[src/convPkg.sv]
////////////////////////////////////////////////////////////////////////////
// Shared widths, lane count and multiplier timing for the convolution
// engine, plus the typedefs and the multiplier FSM state enum
////////////////////////////////////////////////////////////////////////////

package convPkg;

    // Kernel geometry
    localparam int kernelSize = 3;
    localparam int laneCount = kernelSize * kernelSize;
    localparam int xbarPoints = laneCount * laneCount;

    // Operand and product widths
    localparam int dataWidth = 16;
    localparam int productWidth = 2 * dataWidth;

    // One shift-add iteration per multiplier bit
    localparam int mulCycles = dataWidth;

    typedef logic signed [dataWidth-1:0] dataT;
    typedef logic signed [productWidth-1:0] productT;
    // Wraps modulo 2^32
    typedef logic signed [31:0] sumT;
    typedef logic [laneCount-1:0] laneMaskT;
    // Output index times laneCount plus input index
    typedef logic [6:0] xbarAddrT;
    typedef logic [$clog2(laneCount)-1:0] laneIdxT;
    typedef logic [$clog2(mulCycles)-1:0] mulCountT;

    typedef enum logic [1:0] {
        idle,
        run,
        finish
    } mulStateT;

endpackage

[src/laneIf.sv]
////////////////////////////////////////////////////////////////////////////
// laneIf interface for one multiplier lane, with loader, multiplier
// and reducer modports
////////////////////////////////////////////////////////////////////////////

`timescale 1ns/1ps

interface laneIf ();

    // Operands, held stable by the loader for the whole operation
    convPkg::dataT a;
    convPkg::dataT b;
    // One-cycle pulse
    logic start;

    // Valid only while done is high
    convPkg::productT product;
    logic done;

    modport loader (
        output a, b, start
    );

    modport mult (
        input a, b, start,
        output product, done
    );

    modport reducer (
        input product, done
    );

endinterface

[src/seqMultiplier.sv]
////////////////////////////////////////////////////////////////////////////
// seqMultiplier: radix-2 signed shift-add multiplier for one lane,
// mulCycles iterations followed by a finish cycle that pulses done
////////////////////////////////////////////////////////////////////////////

`timescale 1ns/1ps

module seqMultiplier (
    input logic  Clk,
    input logic  arstN,
    laneIf.mult  lane
);

    convPkg::mulStateT state;
    convPkg::mulCountT count;
    logic lastIter;
    logic doneReg;

    // Multiplicand moves left one place per iteration
    convPkg::productT mcand;
    // Multiplier bits consumed LSB first
    convPkg::dataT mplier;
    convPkg::productT acc;
    convPkg::productT productReg;
    convPkg::productT partial;

    assign lastIter = (count == convPkg::mulCountT'(convPkg::mulCycles - 1));

    // The top multiplier bit has negative weight in two's complement
    always_comb begin
        if (!mplier[0]) begin
            partial = '0;
        end else if (lastIter) begin
            partial = -mcand;
        end else begin
            partial = mcand;
        end
    end

    // FSM and iteration counter
    always_ff @(posedge Clk or negedge arstN) begin
        if (!arstN) begin
            state <= convPkg::idle;
            count <= '0;
            doneReg <= 1'b0;
        end else begin
            doneReg <= 1'b0;
            case (state)
                convPkg::idle: begin
                    count <= '0;
                    if (lane.start) begin
                        state <= convPkg::run;
                    end
                end
                convPkg::run: begin
                    count <= count + 1'b1;
                    if (lastIter) begin
                        state <= convPkg::finish;
                    end
                end
                convPkg::finish: begin
                    doneReg <= 1'b1;
                    state <= convPkg::idle;
                end
                default: begin
                    state <= convPkg::idle;
                end
            endcase
        end
    end

    // Datapath
    always_ff @(posedge Clk) begin
        if (state == convPkg::idle && lane.start) begin
            mcand <= convPkg::productT'(lane.a);
            mplier <= lane.b;
            acc <= '0;
        end else if (state == convPkg::run) begin
            acc <= acc + partial;
            mcand <= mcand << 1;
            mplier <= mplier >> 1;
        end
        if (state == convPkg::finish) begin
            productReg <= acc;
        end
    end

    assign lane.product = productReg;
    assign lane.done = doneReg;

endmodule
[src/flat_wrapper.sv]
// flat-port wrapper written by rule: the top's interface ports become plain ports
module seqMultiplier_flat 
  (Clk, arstN, lane_a, lane_b, lane_start, lane_product, lane_done);
  laneIf lane_i ();
  input logic Clk;
  input logic arstN;
  input wire logic [$bits(lane_i.a)-1:0] lane_a;
  input wire logic [$bits(lane_i.b)-1:0] lane_b;
  input wire logic [$bits(lane_i.start)-1:0] lane_start;
  output wire logic [$bits(lane_i.product)-1:0] lane_product;
  output wire logic [$bits(lane_i.done)-1:0] lane_done;
  assign lane_i.a = lane_a;
  assign lane_i.b = lane_b;
  assign lane_i.start = lane_start;
  assign lane_product = lane_i.product;
  assign lane_done = lane_i.done;
  seqMultiplier u_core (.Clk(Clk), .arstN(arstN), .lane(lane_i));
endmodule
[config.mk]
export PLATFORM = sky130hd
export DESIGN_NAME = seqMultiplier_flat
export DESIGN_NICKNAME = d
export VERILOG_FILES = /design/src/convPkg.sv /design/src/laneIf.sv /design/src/seqMultiplier.sv /design/src/flat_wrapper.sv
export SDC_FILE = /design/constraint.sdc
export NUM_CORES = 1
export LEC_CHECK = 0
export ABC_AREA = 1
export BUFFER_PORTS_ARGS = -buffer_cell sky130_fd_sc_hd__clkbuf_2
export CORE_UTILIZATION = 55
export CTS_BUF_LIST = sky130_fd_sc_hd__clkbuf_8
export DETAILED_ROUTE_END_ITERATION = 16
export PLACE_DENSITY = 0.83
export SYNTH_ARGS = -nofsm -noshare
export SYNTH_HDL_FRONTEND = slang
export SYNTH_SLANG_ARGS = --single-unit
[constraint.sdc]
create_clock -name Clk -period 4.1 [get_ports Clk]
set_input_delay 0 -clock Clk [delete_from_list [all_inputs] [get_ports Clk]]
set_output_delay 0 -clock Clk [all_outputs]
set_load 0.005 [all_outputs]
Word level (Yosys, flattened, before mapping)
Index checks and enable logic that the tools add are counted.
{"block": "classes", "n_reduce_logical": 5, "addsub": 3, "n_eq_ne": 5, "mux": 11}
{"operator": "$mux W32", "n": 4}
{"operator": "$add A32 B32 Y32", "n": 1}
{"operator": "$mux W16", "n": 2}
{"operator": "$neg A32 Y32", "n": 1}
{"operator": "$pmux W4 S2", "n": 1}
{"operator": "$add A4 B1 Y4 const B", "n": 1}
{"operator": "$eq A4 B4 Y1 const B", "n": 1}
{"operator": "$mux W2", "n": 2}
{"operator": "$pmux W2 S2", "n": 1}
{"operator": "$reduce_bool A2 Y1", "n": 2}
{"operator": "$eq A2 B1 Y1 const B", "n": 1}
{"operator": "$eq A2 B2 Y1 const B", "n": 1}
{"operator": "$logic_not A2 Y1", "n": 1}
{"operator": "$ne A2 B1 Y1 const B", "n": 1}
{"operator": "$ne A2 B2 Y1 const B", "n": 1}
{"operator": "$reduce_and A2 Y1", "n": 1}
{"operator": "$logic_and A1 B1 Y1", "n": 1}
{"operator": "$mux W1", "n": 1}
{"block": "word_totals", "inputBits": 35, "reg_bits": 119, "output_inout_bits": 33}

Longest topological paths before layout
{"block": "depth", "depth_word": 4, "ltp_mapped": 23}

Least setup slack after synthesis
No wires, ideal clock.
{"block": "synth_timing", "kind": "register to register", "from": "reg u_core.count[0]", "to": "reg u_core.acc[23]", "t_arrival_ns": 2.745, "required_ns": 3.986, "n_path_buf": 2, "path_stages_with_launch": 21, "path_slack_ns": 1.241, "setup_time_ns": 0.114, "period_less_slack_ns": 2.859, "cell_sequence": "dfrtp_1 ha_1 clkinv_1 nor3_4 inv_2 buf_2 buf_6 nor3_1 nor3_2 ha_1 nand2_1 inv_1 a21oi_1 nand2_2 nand2_1 nand2_2 nand2_1 nand3_1 xor2_1 o21bai_1 inv_1"}
{"block": "synth_between", "elab_chain_len": 4}
{"element": "start, declared", "line": "seqMultiplier.sv:15", "rtl": "convPkg::mulCountT count;"}
{"element": "start signal, assigned", "line": "seqMultiplier.sv:56", "rtl": "count <= count + 1'b1;"}
{"element": "$eq A4 B4 Y1", "line": "seqMultiplier.sv:27", "rtl": "assign lastIter = (count == convPkg::mulCountT'(convPkg::mulCycles - 1));"}
{"element": "$mux W32", "line": "seqMultiplier.sv:33", "rtl": "end else if (lastIter) begin"}
{"element": "$mux W32", "line": "seqMultiplier.sv:31", "rtl": "if (!mplier[0]) begin"}
{"element": "$add A32 B32 Y32", "line": "seqMultiplier.sv:79", "rtl": "acc <= acc + partial;"}
{"element": "end signal, assigned", "line": "seqMultiplier.sv:79"}
{"element": "end, declared", "line": "seqMultiplier.sv:23", "rtl": "convPkg::productT acc;"}
No other way between the ends.
A chain may end at the register's enable or synchronous reset.

Worst setup path in the final report
{"block": "layout_timing", "from": "reg u_core.mcand[0]", "to": "reg u_core.acc[31]"}
{"block": "layout_between", "elab_chain_len": 4}
{"element": "start, declared", "line": "seqMultiplier.sv:20", "rtl": "convPkg::productT mcand;"}
{"element": "start signal, assigned", "line": "seqMultiplier.sv:75", "rtl": "mcand <= convPkg::productT'(lane.a);"}
{"element": "start signal, assigned", "line": "seqMultiplier.sv:80", "rtl": "mcand <= mcand << 1;"}
{"element": "$neg A32 Y32", "line": "seqMultiplier.sv:34", "rtl": "partial = -mcand;"}
{"element": "$mux W32 (*)", "line": "seqMultiplier.sv:33"}
{"element": "$mux W32 (*)", "line": "seqMultiplier.sv:31"}
{"element": "$add A32 B32 Y32 (*)", "line": "seqMultiplier.sv:79"}
Mark *: on every way between the ends. The rest lies on a longest branch, timed or not.

==> reports/summary.txt <==
Status -> complete, no violations
Core area -> 12800 um2
Drt drc -> 0
Setup violations, final -> 0
Setup TNS -> 0 ps
Cells after synthesis -> 958
LEAKAGE -> 4.10 nW
Yosys warns -> 0
Max Clk Rate -> 0.296 GHz
Vias -> 6621
Reg2reg end -> u_core.acc[31]
Detail Route Antenna Nets -> 0
Clock Skews -> 12.3 ps
Post-synthesis async set-or-reset flop share -> 5.88%
Row count -> 41
Crit path time final -> 3380 ps
Most common flop cell mapped by yosys -> edfxtp_1
Clk_lat worst skew -> 460 ps
Clk root buf -> clkbuf_8
Worst Setup EP -> u_core.acc[31]
Unrepaired setup endpoints after global routing -> false
Placed Area -> 7840 um2
Final setup margin -> 723 ps
GPL Wtd Cong -> 0.932
Synthesized area -> 7350 um2
CP Depth -> 22
CP Class -> flop to flop
Maximum vdd drop -> 0.472 mV
Post-CTS resize count -> 0
CP most frequent cell -> nand2_1
Critical path arrival -> 3730 ps
Clock transition at path regs -> 70 ps
Total gr overflow -> 0
R2r setup slk -> 720 ps
Layout cells sized above 1 -> 13.2%
Final core utilization -> 66.9%
Slowest CP cell -> edfxtp_1
Die W -> 118 um
Final wirelength -> 18000 um
Final period utilization -> 82.4%
TritonCTS clock tree -> built
Top cells by area, synth -> edfxtp_1 (33%), nand2_1 (12%), dfxtp_1 (8.7%), inv_1 (5.9%), ha_1 (5.6%)
Die Height -> 118 um
PwrDens -> 865 nW/um2
Vias in the first global route -> 6193
Hold slack -> 99.3 ps
Initial core utilization -> 57.3%
Vias per cell -> 5.32
Detailed-router iteration count before antenna repair -> 5
Hold Path Depth -> 4
Yosys reg bits -> 119
Sequential share of the synthesized area -> 43.8%
Post-DP HPWL -> 13000 um
Bufs on Longest Clock Path -> 2
Syn_area_per_cell -> 7.67 um2
CP Launch Type -> flop
Synthesized net count -> 1027
Antenna violations before repair -> 0
Area Overhead vs Synth -> 16.8%
Number of flops mapped to enable cells by yosys -> 80
Largest net degree at the start of global routing -> 49
Maxcap violations -> 0
Tightest Hold Check Type -> input port to flop
WL/cell -> 14.5 um
Post-synth top area share -> 32.7%
Critical Path Sink Type -> flop
Worst path max stage delay -> 400 ps
Headroom to the max-slew limit -> 38.5%
Post-synth cell types -> 47
Pre-CTS WS -> 741 ps
Die area -> 13800 um2
Yosys top cell by area -> edfxtp_1
PortBufs -> 67
Iter 0 DRT Violations -> 508
Num CTS Buffers -> 17
Critical Path Start -> u_core.mcand[0]
Clk sink count -> 119
Fin. max-slew vios -> 0
Fin nets -> 1128
Crit-path max FO -> 4
Worst R2R Path Depth -> 22
Least-Margin Pin Slew -> 920 ps
# IOs -> 68
CP Cell Sequence -> inv_1 -> ha_1 -> nand3_2 -> nor2_2 -> nand3_1 -> o21ai_2 -> o21ai_1 -> o31ai_1 -> nor2_1 -> ha_1 -> nand2_1 -> inv_1 -> nand2_1 -> nand2_1 -> a21oi_1 -> nand2_1 -> a21oi_1 -> nand2_1 -> nand3_1 -> nand2_1 -> inv_1 -> nor2_1
Delay-heaviest family, CP -> simple AND/OR/NAND/NOR gates
# H-tree levels -> 4
First-pass GRT wire length -> 29700 um
Post-route cell area -> 8580 um2
Inserted Diodes -> 0
Fin. Hold Viols -> 0
Total GRT Usage -> 27.5%
Worst r2r src -> u_core.mcand[0]
Worst path required time -> 4450 ps
Buf/Inv on CP -> 3
[layout by cell type (no fill, tap or decap), types with 2 or more instances in the layout]
cell,Yosys,layout
clkbuf_2,1,67
clkinv_1,2,5
o21a_1,2,2
inv_2,12,12
o21bai_1,24,24
edfxtp_1,80,80
a21o_1,4,4
nand4_1,10,10
clkinvlp_4,0,2
bufinv_16,0,4
o211ai_1,2,2
o31ai_1,3,3
dlygate4sd3_1,0,33
buf_4,0,8
a21oi_1,66,66
nand2_1,238,237
xor2_1,14,14
clkbuf_8,0,17
nand2_2,6,7
dfxtp_1,32,32
nor2_1,91,90
a21oi_2,2,2
nand3_1,38,38
nor3_1,22,22
o21ai_1,15,15
o21ai_0,82,82
clkinv_2,0,2
xnor2_1,2,2
inv_1,115,119
nor2_2,11,12
dfrtp_1,7,7
ha_1,33,33
and2_1,3,3
[cell type report]
class | count | area [um2]
sequential | 119 | 3220
tap | 172 | 215
timing repair buffer | 108 | 726
clock inverter | 15 | 171
multi-input combinational | 684 | 3530
clock buffer | 17 | 234
inverter | 129 | 484
fill | 1074 | 4250
[routing by layer]
layer  GRT usage (%)  vias to the layer above  wire length (um)
li1                -                     3377                 -
met4            9.54                        0               371
met3            5.81                       30              1040
met1            35.4                     2986              8120
met5               0                        -                 0
met2            45.8                      228              8450
[cells in the mapped netlist, types with 3 or more instances]
master / instances
nand2_1: 238
inv_1: 115
nor2_1: 91
o21ai_0: 82
edfxtp_1: 80
a21oi_1: 66
nand3_1: 38
ha_1: 33
dfxtp_1: 32
o21bai_1: 24
nor3_1: 22
o21ai_1: 15
xor2_1: 14
clkbuf_1: 12
inv_2: 12
buf_2: 11
nor2_2: 11
nand4_1: 10
dfrtp_1: 7
nand2_2: 6
a21o_1: 4
and2_1: 3
o31ai_1: 3
[power breakdown]
group / switching, mW / leakage [nW] / internal (mW)
clock: 0.454 / 0.213 / 0.643
sequential: 0.407 / 1.16 / 1.94
combinational: 2.60 / 2.73 / 1.38
[worst min path at each step]
| stage | from | end | slack, ps |
|---|---|---|---|
| after global placement | arstN | u_core.count[3] | -160 |
| after floorplan | arstN | u_core.count[0] | -300 |
| after detailed placement | arstN | u_core.count[1] | -160 |
| after CTS | lane_start | u_core.state[0] | 50 |
| after global routing | lane_start | u_core.state[0] | 120 |
| final | lane_start | u_core.state[0] | 100 |
[flip-flops by register name, indices dropped and copies added (netlist names)]
signal	flops
u_core.mcand	32
u_core.mplier	16
u_core.acc	32
u_core.count	4
u_core.lane.product	32
u_core.lane.done	1
u_core.state	2
[tightest hold or removal path, cell delays in order]
cell	delay, ps
clkbuf_2	80
nand2_1	70
buf_4	240
o21ai_0	130
[cell families (layout without fill, tap and decap cells)]
| group | count (synthesis) | after routing | share of synthesized area, % |
|---|---|---|---|
| compound gates | 204 | 204 | 15.4 |
| xor+xnor | 16 | 16 | 1.91 |
| fa+ha+maj | 34 | 34 | 5.89 |
| buf+inv | 155 | 269 | 8.23 |
| flops | 119 | 119 | 43.8 |
| simple gates | 430 | 430 | 24.8 |
[stage by stage]
stage                     std cells  power, mW
after CTS                      1244       7.37
after detailed placement       1179       6.23
final                          1244       7.42
after global routing           1244       8.10
after floorplan                 958       5.25
after global placement         1179       6.10
[timing repair]
item / 4_1_cts / 5_1_grt
endpoints found under the hold margin: 38 / 0
hold buffers: 33 / 0
setup buffers: 0 / 0
setup endpoints to repair: 0 / 0
Note: power is estimated with default switching activity, not from simulation.
